<file path="src/hw/lfsr_pkg.sv">
// data word definitions for the pattern source
// word width, word type and a reference tap mask
`default_nettype none

package lfsr_pkg;

    localparam int LFSR_WIDTH = 16;

    typedef logic [LFSR_WIDTH-1:0] lfsr_word_t;

    // x^16 + x^14 + x^13 + x^11 + 1, maximal length
    // fibonacci taps on bits 15, 13, 12 and 10 for a left shifting register
    localparam lfsr_word_t LFSR_DEFAULT_POLY = 16'hB400;

endpackage

`default_nettype wire

</file>
<file path="src/hw/crc_pkg.sv">
// checksum and stream definitions
// crc width and init, stream beat and result structs, crc-16 word update
`default_nettype none

package crc_pkg;

    import lfsr_pkg::*;

    localparam int CRC_WIDTH       = 16;
    localparam int FRAME_LEN_WIDTH = 8;

    typedef logic [CRC_WIDTH-1:0] crc_t;

    localparam crc_t CRC_INIT = '1;       // preset at start of every frame
    localparam crc_t CRC_POLY = 16'h1021; // x^16 + x^12 + x^5 + 1, top bit implied

    // one beat between tagger, engine and output
    typedef struct packed {
        lfsr_word_t data;
        logic       last; // final word of a frame
    } stream_beat_t;

    // checksum report at frame close
    typedef struct packed {
        crc_t                       crc;
        logic [FRAME_LEN_WIDTH-1:0] count; // words in the frame, 256 reads as 0
    } crc_result_t;

    // fold one word into the crc, msb first, no reflection
    function automatic crc_t crc16_word(input crc_t crc_in, input lfsr_word_t data);
        crc_t crc;
        logic fb;
        crc = crc_in;
        for (int i = LFSR_WIDTH - 1; i >= 0; i--) begin
            fb  = crc[CRC_WIDTH-1] ^ data[i];
            crc = crc << 1;
            if (fb) begin
                crc = crc ^ CRC_POLY;
            end
        end
        return crc;
    endfunction

endpackage

`default_nettype wire

</file>
<file path="src/hw/lfsr_source.sv">
// fibonacci lfsr pattern source with valid/ready output
// seed and taps are taken while in reset
`timescale 1ns/1ns
`default_nettype none

module lfsr_source
    import lfsr_pkg::*;
(
    input  wire logic       clk_i,
    input  wire logic       rstn_i,
    input  wire logic       enable_i,
    input  wire lfsr_word_t seed_i,
    input  wire lfsr_word_t poly_i,
    output logic            valid_o,
    output lfsr_word_t      word_o,
    input  wire logic       ready_i
);

    lfsr_word_t word_q;
    lfsr_word_t poly_q;
    logic       valid_q;
    logic       handshake;
    logic       feedback;
    lfsr_word_t word_next;

    assign handshake = valid_q & ready_i;

    // parity of the tapped bits enters at the bottom
    assign feedback  = ^(word_q & poly_q);
    assign word_next = {word_q[LFSR_WIDTH-2:0], feedback};

    always_ff @(posedge clk_i) begin
        if (!rstn_i) begin
            valid_q <= 1'b0;
            word_q  <= seed_i; // first word out is the seed
            poly_q  <= poly_i;
        end else begin
            // valid may only drop after its word has gone
            if (!valid_q || ready_i) begin
                valid_q <= enable_i;
            end
            if (handshake) begin
                word_q <= word_next;
            end
        end
    end

    // zero seed gives a stuck zero stream

    assign valid_o = valid_q;
    assign word_o  = word_q;

endmodule

`default_nettype wire

</file>
<file path="src/hw/frame_tagger.sv">
// frame tagger
// counts accepted words and flags the last word of each frame
`timescale 1ns/1ns
`default_nettype none

module frame_tagger
    import lfsr_pkg::*;
    import crc_pkg::*;
(
    input  wire logic                       clk_i,
    input  wire logic                       rstn_i,
    input  wire logic [FRAME_LEN_WIDTH-1:0] frame_len_i,
    input  wire logic                       s_valid_i,
    input  wire lfsr_word_t                 s_word_i,
    output logic                            s_ready_o,
    output logic                            m_valid_o,
    output stream_beat_t                    m_beat_o,
    input  wire logic                       m_ready_i
);

    logic [FRAME_LEN_WIDTH-1:0] len_q;
    logic [FRAME_LEN_WIDTH-1:0] count_q; // position of the current word, from 1
    logic                       last;
    logic                       handshake;

    // no storage on the data path, back-pressure goes straight upstream
    assign s_ready_o = m_ready_i;
    assign m_valid_o = s_valid_i;
    assign handshake = s_valid_i & m_ready_i;

    // a length of 0 means 256: the counter rolls 255 -> 0 on the 256th word,
    // so the same compare covers it
    assign last = (count_q == len_q);

    always_ff @(posedge clk_i) begin
        if (!rstn_i) begin
            len_q   <= frame_len_i;
            count_q <= FRAME_LEN_WIDTH'(1);
        end else if (handshake) begin
            if (last) begin
                count_q <= FRAME_LEN_WIDTH'(1); // next frame starts
            end else begin
                count_q <= count_q + 1'b1;
            end
        end
    end

    always_comb begin
        m_beat_o      = '0;
        m_beat_o.data = s_word_i;
        m_beat_o.last = last;
    end

endmodule

`default_nettype wire

</file>
<file path="src/hw/crc_engine.sv">
// crc-16-ccitt engine on a pass-through stream
// one checksum and word count per frame reported a cycle after the last word
`timescale 1ns/1ns
`default_nettype none

module crc_engine
    import crc_pkg::*;
(
    input  wire logic         clk_i,
    input  wire logic         rstn_i,
    input  wire logic         s_valid_i,
    input  wire stream_beat_t s_beat_i,
    output logic              s_ready_o,
    output logic              m_valid_o,
    output stream_beat_t      m_beat_o,
    input  wire logic         m_ready_i,
    output logic              crc_valid_o,
    output crc_result_t       crc_result_o
);

    crc_t                       crc_q;
    crc_t                       crc_next;
    logic [FRAME_LEN_WIDTH-1:0] count_q;
    logic [FRAME_LEN_WIDTH-1:0] count_next;
    logic                       handshake;
    logic                       crc_valid_q;
    crc_result_t                result_q;

    // beats pass untouched while the engine watches them
    assign m_valid_o = s_valid_i;
    assign m_beat_o  = s_beat_i;
    assign s_ready_o = m_ready_i;

    assign handshake  = s_valid_i & m_ready_i;
    assign crc_next   = crc16_word(crc_q, s_beat_i.data);
    assign count_next = count_q + 1'b1; // wraps to 0 on a 256 word frame

    always_ff @(posedge clk_i) begin
        if (!rstn_i) begin
            crc_q       <= CRC_INIT;
            count_q     <= '0;
            crc_valid_q <= 1'b0;
        end else begin
            crc_valid_q <= 1'b0; // single cycle pulse
            if (handshake) begin
                if (s_beat_i.last) begin
                    crc_q       <= CRC_INIT; // ready for a beat next cycle
                    count_q     <= '0;
                    crc_valid_q <= 1'b1;
                end else begin
                    crc_q   <= crc_next;
                    count_q <= count_next;
                end
            end
        end
    end

    // final checksum and word count of the frame just closed
    always_ff @(posedge clk_i) begin
        if (handshake && s_beat_i.last) begin
            result_q.crc   <= crc_next;
            result_q.count <= count_next;
        end
    end

    assign crc_valid_o  = crc_valid_q;
    assign crc_result_o = result_q;

endmodule

`default_nettype wire

</file>
<file path="src/hw/prbs_crc_gen.sv">
// top level of the test-pattern generator
// lfsr source, frame tagger and crc engine in a chain
`timescale 1ns/1ns
`default_nettype none

module prbs_crc_gen
    import lfsr_pkg::*;
    import crc_pkg::*;
(
    input  wire logic                       clk_i,
    input  wire logic                       rstn_i,
    input  wire logic                       enable_i,
    input  wire lfsr_word_t                 seed_i,
    input  wire lfsr_word_t                 poly_i,
    input  wire logic [FRAME_LEN_WIDTH-1:0] frame_len_i,
    output logic                            m_valid_o,
    output stream_beat_t                    m_beat_o,
    input  wire logic                       m_ready_i,
    output logic                            crc_valid_o,
    output crc_result_t                     crc_result_o
);

    // source to tagger
    logic         src_valid;
    lfsr_word_t   src_word;
    logic         src_ready;

    // tagger to crc engine
    logic         tag_valid;
    stream_beat_t tag_beat;
    logic         tag_ready;

    lfsr_source u_lfsr_source (
        .clk_i    (clk_i),
        .rstn_i   (rstn_i),
        .enable_i (enable_i),
        .seed_i   (seed_i),
        .poly_i   (poly_i),
        .valid_o  (src_valid),
        .word_o   (src_word),
        .ready_i  (src_ready)
    );

    frame_tagger u_frame_tagger (
        .clk_i       (clk_i),
        .rstn_i      (rstn_i),
        .frame_len_i (frame_len_i),
        .s_valid_i   (src_valid),
        .s_word_i    (src_word),
        .s_ready_o   (src_ready),
        .m_valid_o   (tag_valid),
        .m_beat_o    (tag_beat),
        .m_ready_i   (tag_ready)
    );

    crc_engine u_crc_engine (
        .clk_i        (clk_i),
        .rstn_i       (rstn_i),
        .s_valid_i    (tag_valid),
        .s_beat_i     (tag_beat),
        .s_ready_o    (tag_ready),
        .m_valid_o    (m_valid_o),
        .m_beat_o     (m_beat_o),
        .m_ready_i    (m_ready_i),
        .crc_valid_o  (crc_valid_o),
        .crc_result_o (crc_result_o)
    );

endmodule

`default_nettype wire

</file>
<file path="config.mk">
export PLATFORM = sky130hd
export DESIGN_NAME = prbs_crc_gen
export DESIGN_NICKNAME = d
export VERILOG_FILES = /design/src/hw/lfsr_pkg.sv /design/src/hw/crc_pkg.sv /design/src/hw/lfsr_source.sv /design/src/hw/frame_tagger.sv /design/src/hw/crc_engine.sv /design/src/hw/prbs_crc_gen.sv
export SDC_FILE = /design/constraint.sdc
export NUM_CORES = 1
export LEC_CHECK = 0
export ABC_AREA = 1
export BUFFER_PORTS_ARGS = -buffer_cell sky130_fd_sc_hd__buf_2
export CAP_MARGIN = 25
export CORE_MARGIN = 2
export CORE_UTILIZATION = 50
export DETAILED_ROUTE_END_ITERATION = 16
export HOLD_SLACK_MARGIN = 0.06
export PLACE_DENSITY_LB_ADDON = 0.08
export SKIP_CTS_REPAIR_TIMING = 1
export SLEW_MARGIN = 20
export SYNTH_ARGS = -nofsm -noshare
export SYNTH_HDL_FRONTEND = slang
export SYNTH_SLANG_ARGS = --single-unit
</file>
<file path="constraint.sdc">
create_clock -name clk_i -period 2.3 [get_ports clk_i]
set_input_delay 0.115 -clock clk_i [delete_from_list [all_inputs] [get_ports clk_i]]
set_output_delay 0.115 -clock clk_i [all_outputs]
set_load 0.02 [all_outputs]
</file>
==> results of run 1 <==
## power by group through the flow
stage                     Sequential [mW]  Combinational [mW]  Clock [mW]
final                                2.11                1.16        1.04
after global routing                 2.12                1.31        1.14
after CTS                            2.11                1.11        1.07
after detailed placement             2.15                1.11           0
after global placement               2.15                1.09           0
after floorplan                      2.16               0.820           0
## worst max-delay path: stages, from the launching register on
cell and delay [ns]:
edfxtp_1 0.54, xnor2_1 0.29, nand2_1 0.14, nand2_2 0.13, nand2_2 0.08, nand2_4 0.10
nand2_2 0.08, nand2_2 0.11, nand2_1 0.07, and2_1 0.15
## logic make-up (layout without fill, tap and decap cells)
family          count (synthesis)  count (layout)  synth area share, %
simple gates                  259             259                 25.3
flops                          98              98                 54.1
compound gates                 39              39                 4.37
xor+xnor                       55              55                 10.5
fa+ha+maj                       2               2                0.520
buf+inv                        63             201                 5.18
## layer usage
| metal | share of wire [%] | GRT usage, % | up-vias |
|---|---|---|---|
| met5 | 0 | 0 | - |
| met4 | 1.1 | 5.74 | 0 |
| met3 | 4.8 | 4.17 | 9 |
| met2 | 47 | 32.8 | 91 |
| met1 | 47 | 27.1 | 1735 |
| li1 | - | - | 1931 |
## worst paths after layout
check	startpoint	end	slack [ns]	cells after the start
setup / recovery	u_lfsr_source.word_o[14]	u_crc_engine.crc_result_o[15]	0.37	9
hold / removal	seed_i[5]	u_lfsr_source.word_o[5]	0.07	3
setup reg to reg	u_lfsr_source.word_o[14]	u_crc_engine.crc_result_o[15]	0.37	9
hold reg to reg	u_crc_engine.crc_q[5]	u_crc_engine.crc_q[5]	0.50	2
## flip-flops by register name, indices dropped and copies added, names as in the netlist, 8 cells and up
name and flops:
u_crc_engine.crc_result_o 24, u_crc_engine.crc_q 16, u_lfsr_source.poly_q 16, u_lfsr_source.word_o 16, u_crc_engine.count_q 8, u_frame_tagger.count_q 8
u_frame_tagger.len_q 8
## cell usage in the layout (no fill, tap or decap), types with 3 or more instances in the layout
cell,count
nand2_1,160
buf_2,86
edfxtp_1,64
inv_1,51
dlygate4sd3_1,39
dfxtp_1,34
xor2_1,30
nand2_2,27
nand3_1,24
xnor2_1,22
a21oi_1,18
nor2_1,11
clkbuf_8,11
o21ai_0,9
nand2_4,8
buf_4,8
nand4_1,7
and2_1,6
o22ai_1,6
nor3_1,4
o21ai_1,3
## cell type report
cell class                 instances  area, um2  share of cell area [%]
inverter                          51        191                    3.19
tap                              129        161                    2.69
clock inverter                     3       21.3                   0.355
clock buffer                      13        159                    2.65
multi-input combinational        355       1960                    32.7
timing repair buffer             134        901                    15.0
sequential                        98       2600                    43.4
## per-stage QoR
stage | instance area (um2) | power, mW | cells | worst slack (ns)
6_report | 6000 | 4.31 | 783 | 0.371
5_1_grt | 6000 | 4.56 | 783 | 0.258
4_1_cts | 5610 | 4.29 | 744 | 0.362
3_5_place_dp | 5430 | 3.26 | 728 | 0.393
3_3_place_gp | 5430 | 3.23 | 728 | 0.411
2_1_floorplan | 4810 | 2.98 | 516 | 0.362
==> reports/metrics.yaml, run 1 <==
drt_iter0_drc: 186
die-width_um: 102
postRouteAntennaNets: 0
synth_area_um2: 4810
fmax_mhz: 518
hold_ws_ns: 0.0719
grt_max_degree: 35
timing.slew.headroom_pct: 72.7
grt_overflow: 0
avgSynthCellArea_um2: 9.32
cts_buffers: 9
clock_sinks: 98
seqPwrFrac_pct: 49.0
diodes: 0
synth_top_flop_cell: "edfxtp_1"
clk_latency_ns: 0.36
antenna_found_initial: 0
htree_levels: 3
yosysMostFrequentCell: "nand2_1"
final_util_pct: 64.6
synthTopCellsByArea: "edfxtp_1 (40%), dfxtp_1 (14%), nand2_1 (12%)"
power.ir.vdd_worst_mv: 0.332
fin_worst_skew_ns: 0.0131
pwr_density_cell_nw_per_um2: 719
post_drt_wl_per_cell_um: 13.2
p_sw_share_pct: 31.9
initial_utilization_pct: 51.8
die_y_um: 102
die_area_um2: 10400
synth_top_area_share_pct: 40.0
area_delta_synth_final_pct: 24.7
synth_edf_count: 64
grt_pass1_vias: 3435
crit_fanout: 5
vias: 3766
gp_congestion: 0.827
hold_viol: 0
ys_async_sr_fraction_pct: 0
timing.max_cap.violations: 0
crit_arrival_ns: 2.04
synth_seq_area_share_pct: 54.1
wl_mm: 10.4
numPortBuffers: 86
min_period_over_period_pct: 83.9
synth_cells: 516
switchingPower_mw: 1.37
internal-power_mw: 2.94
cts_tree: "yes"
hpwl_mm: 7.41
num_io_pins: 87
clock_power_share_pct: 24.2
fin_setup_tns_ns: 0
worstSetupStartpointType: "flip-flop"
synthTopCellsByCount: "nand2_1 (160), edfxtp_1 (64), inv_1 (51)"
drive_gt1_share_pct: 23.4
critical_path_required_ns: 2.41
drc: 0
crit_type: "flip-flop to flip-flop"
synth.ff_latch_count: 98
setup_violations: 0
rows: 35
p_leak_nw: 2.63
vias_per_cell: 4.81
ys_types: 33
synth_nets: 562
finalCriticalPeriod_ns: 1.93
cts-root-buf: "clkbuf_8"
clkTransAtPathRegs_ns: 0.09
yosysTopAreaCell: "edfxtp_1"
ys_warn_count: 0
rsz0062_at_grt: "false"
final-max-slew-violation-count: 0
end_kind: "flip-flop"
nets: 695
worst_slew_pin_slew_ns: 0.409
hp-class: "primary input to flip-flop"
n_fill_cell: 782
drt_first_pass_iters: 4
cts_max_path_buffers: 2
grt_pass1_wl_mm: 16.0
combPwrFrac_pct: 26.9
track_usage_pct: 20.0
core_um2: 9280
status: "finished, final reports clean"
No activity file was read; power rests on OpenSTA's default activity.
==> inputs of run 2 (changes only) <==
Settings changed: ABC_AREA 1 to 0, CORE_UTILIZATION 50 to 55.
Clock period 2.3 ns to 1.9 ns, I/O delays scaled along.
==> reports/metrics.yaml, run 2 <==
status: "finished, violations left"  # was finished, final reports clean
violations: "negative setup slack"
initial_utilization_pct: 56.8  # was 51.8%
crit_type: "flip-flop to flip-flop"  # unchanged
critical_path.startpoint: "u_lfsr_source.word_o[7]"  # was u_lfsr_source.word_o[14]
grt_pass1_vias: 2781  # was 3435
ys_warn_count: 0  # unchanged
synth_nets: 387  # was 562
grt_max_degree: 28  # was 35
power.ir.vdd_worst_mv: 0.631  # was 0.332 mV
htree_levels: 3  # unchanged
critical_path_required_ns: 2.13  # was 2.41 ns
numPortBuffers: 86  # unchanged
vias_per_cell: 4.96  # was 4.81
end_kind: "flip-flop"  # unchanged
worstRegToRegCells: 7  # was 9
hpwl_mm: 6.20  # was 7.41 mm
drive_gt1_share_pct: 39.5  # was 23.4%
grt_overflow: 0  # unchanged
cts_tree: "yes"  # unchanged
hold_start: "m_ready_i"  # was seed_i[5]
core_um2: 7770  # was 9280 um2
synth_edf_count: 64  # unchanged
place_inst: 562  # was 728
drt_iter0_drc: 131  # was 186
ys_async_sr_fraction_pct: 0  # unchanged
final-max-slew-violation-count: 0  # unchanged
crit_arrival_ns: 2.24  # was 2.04 ns
p_leak_nw: 2.56  # was 2.63 nW
track_usage_pct: 20.5  # was 20.0%
synth_area_um2: 4420  # was 4810 um2
fmax_mhz: 497  # was 518 MHz
synth_cells: 341  # was 516
num_io_pins: 87  # unchanged
yosysMostFrequentCell: "edfxtp_1"  # was nand2_1
layout_common_cells: "buf_2 (86), edfxtp_1 (64), buf_4 (46), xnor2_1 (45), nand2_1 (43)"  # was nand2_1 (160), buf_2 (86), edfxtp_1 (64), inv_1 (51), dlygate4sd3_1 (39)
final_cells: 624  # was 783
gp_congestion: 0.826  # was 0.827
layout_setup_ws_ns: -0.111  # was 0.371 ns
synth_seq_area_share_pct: 58.9  # was 54.1%
drt_first_pass_iters: 4  # unchanged
crit_fanout: 3  # was 5
cts-root-buf: "clkbuf_8"  # unchanged
postRouteAntennaNets: 0  # unchanged
post_drt_wl_per_cell_um: 15.2  # was 13.2 um
largest_reg_flops: 24  # unchanged
setup_violations: 8  # was 0
synth_top_area_share_pct: 43.5  # was 40.0%
rows: 32  # was 35
timing.max_cap.violations: 0  # unchanged
die_area_um2: 8760  # was 10400 um2
rsz0062_at_grt: "true"  # was false
synth_top_flop_cell: "edfxtp_1"  # unchanged
mostFrequentLayoutCell: "buf_2"  # was nand2_1
die_y_um: 93.6  # was 102 um
worstSetupStartpointType: "flip-flop"  # unchanged
diodes: 0  # unchanged
clk_latency_ns: 0.37  # was 0.36 ns
worstSetupEndpoint: "u_crc_engine.crc_q[12]"  # was u_crc_engine.crc_result_o[15]
hp-class: "primary input to flip-flop"  # unchanged
clkTransAtPathRegs_ns: 0.11  # was 0.09 ns
clock_sinks: 98  # unchanged
drc: 0  # unchanged
worst_slew_pin_slew_ns: 0.564  # was 0.409 ns
r2r_end: "u_crc_engine.crc_q[12]"  # was u_crc_engine.crc_result_o[15]
min_period_over_period_pct: 106  # was 83.9%
vias: 3098  # was 3766
avgSynthCellArea_um2: 12.9  # was 9.32 um2
hold_ws_ns: 0.0333  # was 0.0719 ns
yosysTopAreaCell: "edfxtp_1"  # unchanged
finalCriticalPeriod_ns: 2.01  # was 1.93 ns
r2r_slack_ns: -0.11  # was 0.37 ns
synthTopCellsByArea: "edfxtp_1 (44%), dfxtp_1 (15%), xnor2_1 (12%)"  # was edfxtp_1 (40%), dfxtp_1 (14%), nand2_1 (12%)
r2r-start: "u_lfsr_source.word_o[7]"  # was u_lfsr_source.word_o[14]
n_fill_cell: 487  # was 782
area_delta_synth_final_pct: 38.5  # was 24.7%
cts_buffers: 9  # unchanged
ys_types: 37  # was 33
hold_viol: 0  # unchanged
antenna_found_initial: 0  # unchanged
synthTopCellsByCount: "edfxtp_1 (64), xnor2_1 (58), nand2_1 (44)"  # was nand2_1 (160), edfxtp_1 (64), inv_1 (51)
grt_pass1_wl_mm: 13.6  # was 16.0 mm
nets: 563  # was 695
synth.ff_latch_count: 98  # unchanged
pwr_density_cell_nw_per_um2: 1240  # was 719 nW/um2
p_total_mw: 7.55  # was 4.31 mW
cts_max_path_buffers: 2  # unchanged
fin_worst_skew_ns: 0.0204  # was 0.0131 ns
timing.slew.headroom_pct: 62.3  # was 72.7%
die-width_um: 93.6  # was 102 um
wl_mm: 9.47  # was 10.4 mm
run 2: kinds of logic (layout without fill, tap and decap cells):
| family | Yosys count | count (layout) | synth area share, % |
|---|---|---|---|
| AND/OR/NAND/NOR | 87 | 87 | 8.56 |
| multiplexers | 16 | 16 | 4.05 |
| buffers and inverters | 19 | 200 | 1.76 |
| adder cells (fa/ha/maj) | 2 | 2 | 0.567 |
| AO/OA/AOI/OAI | 27 | 27 | 4.39 |
| XOR/XNOR | 92 | 92 | 21.7 |
| flip-flops | 98 | 98 | 58.9 |
run 2: metrics by stage:
stage	area (um2)	utilization [%]	setup WS [ns]	TNS, ns
2_1_floorplan	4490	-	-0.206	-1.32
3_3_place_gp	5320	68.5	-0.0693	-0.160
3_5_place_dp	5320	68.5	-0.0835	-0.350
4_1_cts	5500	70.8	-0.115	-0.535
5_1_grt	6110	78.7	-0.217	-1.42
6_report	6110	78.7	-0.111	-0.329
run 2: how the worst min path moves through the flow:
stage                                to  slack [ns]  cells after the start
6_report          u_lfsr_source.valid_o        0.03                      4
5_1_grt        u_lfsr_source.word_o[10]        0.06                      2
4_1_cts         u_frame_tagger.len_q[1]       -0.12                      1
3_5_place_dp   u_lfsr_source.poly_q[13]        0.27                      1
3_3_place_gp    u_frame_tagger.len_q[1]        0.27                      1
2_1_floorplan   u_frame_tagger.len_q[0]        0.19                      0
run 2: power by group:
part           total [mW]  switching, mW  internal, mW
sequential           2.73          0.129          2.60
clock                1.26          0.764         0.497
combinational        3.56           1.58          1.98
run 2: area by class of cell:
class | count | area, um2 | area share (%)
multi-input combinational | 224 | 1970 | 32.2
clock inverter | 7 | 56.3 | 0.921
inverter | 11 | 42.5 | 0.696
sequential | 98 | 2600 | 42.6
tap | 102 | 128 | 2.09
timing repair buffer | 173 | 1190 | 19.5
clock buffer | 9 | 124 | 2.03
run 2: worst max-delay path, cell delays in order, from the launching register on:
cell      delay [ns]
edfxtp_1        0.48
xnor2_1         0.20
xnor3_2         0.49
buf_4           0.17
xnor2_2         0.12
xnor2_1         0.17
and3_1          0.18
o21ai_1         0.05
run 2: routing by layer:
layer  part of all wire [%]  vias up  track usage, %
li1                       -     1524               -
met2                     49       87            31.8
met1                     45     1474            29.6
met5                      0        -               0
met3                    4.5       13            3.55
met4                    1.7        0            6.88
==> inputs of run 3 (changes only) <==
Settings changed: CORE_UTILIZATION 55 to 50.
==> reports/metrics.yaml, run 3 (synthesis results as in run 2) <==
min_period_over_period_pct: 106  # about the same
cts_tree: "yes"  # unchanged
final_cells: 632  # was 624
clock_sinks: 98  # unchanged
end_kind: "flip-flop"  # unchanged
worstSetupStartpointType: "flip-flop"  # unchanged
area.sequential_um2: 2610  # was 2600 um2
timing.max_cap.violations: 0  # unchanged
power.ir.vdd_worst_mv: 0.548  # was 0.631 mV
hold_ws_ns: 0.0617  # was 0.0333 ns
cts_buffers: 9  # unchanged
violations: "negative setup slack"  # unchanged
setup_violations: 6  # was 8
crit_type: "flip-flop to flip-flop"  # unchanged
hold_viol: 0  # unchanged
layout_common_cells: "buf_2 (86), edfxtp_1 (64), xnor2_1 (47), buf_4 (46), nand2_1 (44)"  # was buf_2 (86), edfxtp_1 (64), buf_4 (46), xnor2_1 (45), nand2_1 (43)
vias: 3103  # was 3098
mostFrequentLayoutCell: "buf_2"  # unchanged
rsz0062_at_grt: "true"  # unchanged
clkTransAtPathRegs_ns: 0.09  # was 0.11 ns
drive_gt1_share_pct: 38.2  # was 39.5%
switchingPower_mw: 2.35  # was 2.47 mW
wl_mm: 9.26  # was 9.47 mm
r2r_slack_ns: -0.12  # was -0.11 ns
drt_iter0_drc: 113  # was 131
combPwrFrac_pct: 44.9  # was 47.1%
largest_reg_flops: 24  # unchanged
track_usage_pct: 18.4  # was 20.5%
grt_pass1_wl_mm: 13.8  # was 13.6 mm
fin_setup_tns_ns: -0.290  # was -0.329 ns
antenna_found_initial: 0  # unchanged
hp-class: "primary input to flip-flop"  # unchanged
gp_congestion: 0.780  # was 0.826
cts-root-buf: "clkbuf_8"  # unchanged
drc: 0  # unchanged
p_leak_nw: 2.55  # was 2.56 nW
internal-power_mw: 5.06  # was 5.08 mW
initial_utilization_pct: 51.1  # was 56.8%
fin_worst_skew_ns: 0.0135  # was 0.0204 ns
r2r-start: "u_lfsr_source.word_o[15]"  # was u_lfsr_source.word_o[7]
grt_pass1_vias: 2871  # was 2781
crit_fanout: 4  # was 3
numPortBuffers: 86  # unchanged
hpwl_mm: 6.31  # was 6.20 mm
diodes: 0  # unchanged
critical_path.startpoint: "u_lfsr_source.word_o[15]"  # was u_lfsr_source.word_o[7]
htree_levels: 3  # unchanged
timing.slew.headroom_pct: 57.6  # was 62.3%
vias_per_cell: 4.91  # was 4.96
worst_slew_pin_slew_ns: 0.634  # was 0.564 ns
core_um2: 8640  # was 7770 um2
post_drt_wl_per_cell_um: 14.7  # was 15.2 um
area_delta_synth_final_pct: 38.7  # was 38.5%
pre_cts_ws_ns: -0.135  # was -0.0835 ns
status: "finished, violations left"  # unchanged
critical_path_required_ns: 2.20  # was 2.13 ns
grt_overflow: 0  # unchanged
die-width_um: 98.0  # was 93.6 um
place_inst: 570  # was 562
layout_setup_ws_ns: -0.121  # was -0.111 ns
die_y_um: 98.0  # was 93.6 um
clk_latency_ns: 0.37  # about the same
drt_first_pass_iters: 4  # unchanged
cts_max_path_buffers: 2  # unchanged
crit_arrival_ns: 2.32  # was 2.24 ns
final-max-slew-violation-count: 0  # unchanged
rows: 34  # was 32
grt_max_degree: 28  # unchanged
finalCriticalPeriod_ns: 2.02  # was 2.01 ns
pwr_density_cell_nw_per_um2: 1210  # was 1240 nW/um2
p_sw_share_pct: 31.7  # was 32.7%
clock_power_share_pct: 18.2  # was 16.7%
multi_input_area_um2: 1940  # was 1970 um2
num_io_pins: 87  # unchanged
p_total_mw: 7.41  # was 7.55 mW
fmax_mhz: 495  # was 497 MHz
seqPwrFrac_pct: 36.9  # was 36.2%
place_area_um2: 5340  # was 5320 um2
nets: 565  # was 563
die_area_um2: 9600  # was 8760 um2
hold_start: "seed_i[0]"  # was m_ready_i
final_util_pct: 70.9  # was 78.7%
postRouteAntennaNets: 0  # unchanged
final_design_area_no_fill_um2: 6130  # was 6110 um2
n_fill_cell: 643  # was 487
-- run 3: cell count changes in the layout (fill, tap and decap cells not counted), moves of 2 or more --
cell	before	now
xor2_1	15	17
clkbuf_1	0	2
xor2_2	4	2
inv_6	3	1
inv_4	2	0
xnor2_2	16	14
xnor2_1	45	47
dlygate4sd3_1	37	39
-- run 3: worst paths after layout --
check | depth (start not counted) | to
setup / recovery | 7 | u_crc_engine.crc_q[15]
hold / removal | 3 | u_lfsr_source.word_o[0]
setup reg to reg | 7 | u_crc_engine.crc_q[15]
hold reg to reg | 1 | u_crc_engine.count_q[7]
-- run 3: layout make-up --
| class | count | area share [%] |
|---|---|---|
| tap | 108 | 2.21 |
| clock buffer | 11 | 2.14 |
| inverter | 11 | 0.694 |
| clock inverter | 5 | 1.04 |
| timing repair buffer | 175 | 19.8 |
| multi-input combinational | 224 | 31.6 |
| sequential | 98 | 42.5 |
-- run 3: worst max-delay path, stage by stage (launching register included) --
cell	delay, ns
edfxtp_1	0.48
xor2_4	0.20
xnor3_2	0.48
buf_6	0.15
xnor2_4	0.13
xor2_2	0.15
or3_1	0.30
nand3_1	0.08
-- run 3: power by group through the flow --
stage / sequential (mW) / combinational [mW] / clock (mW)
finish: 2.73 / 3.33 / 1.35
CTS: 2.72 / 2.75 / 1.36
detailed placement: 2.77 / 2.73 / 0
global placement: 2.76 / 2.70 / 0
floorplan: 2.81 / 1.86 / 0
global route: 2.75 / 3.58 / 1.46
-- run 3: layer usage --
| layer | vias to the layer above | part of all wire [%] | track usage, % |
|---|---|---|---|
| li1 | 1528 | - | - |
| met1 | 1474 | 47 | 26.0 |
| met2 | 87 | 47 | 28.4 |
| met3 | 14 | 4.9 | 4.01 |
| met4 | 0 | 1.5 | 6.41 |
| met5 | - | 0 | 0 |
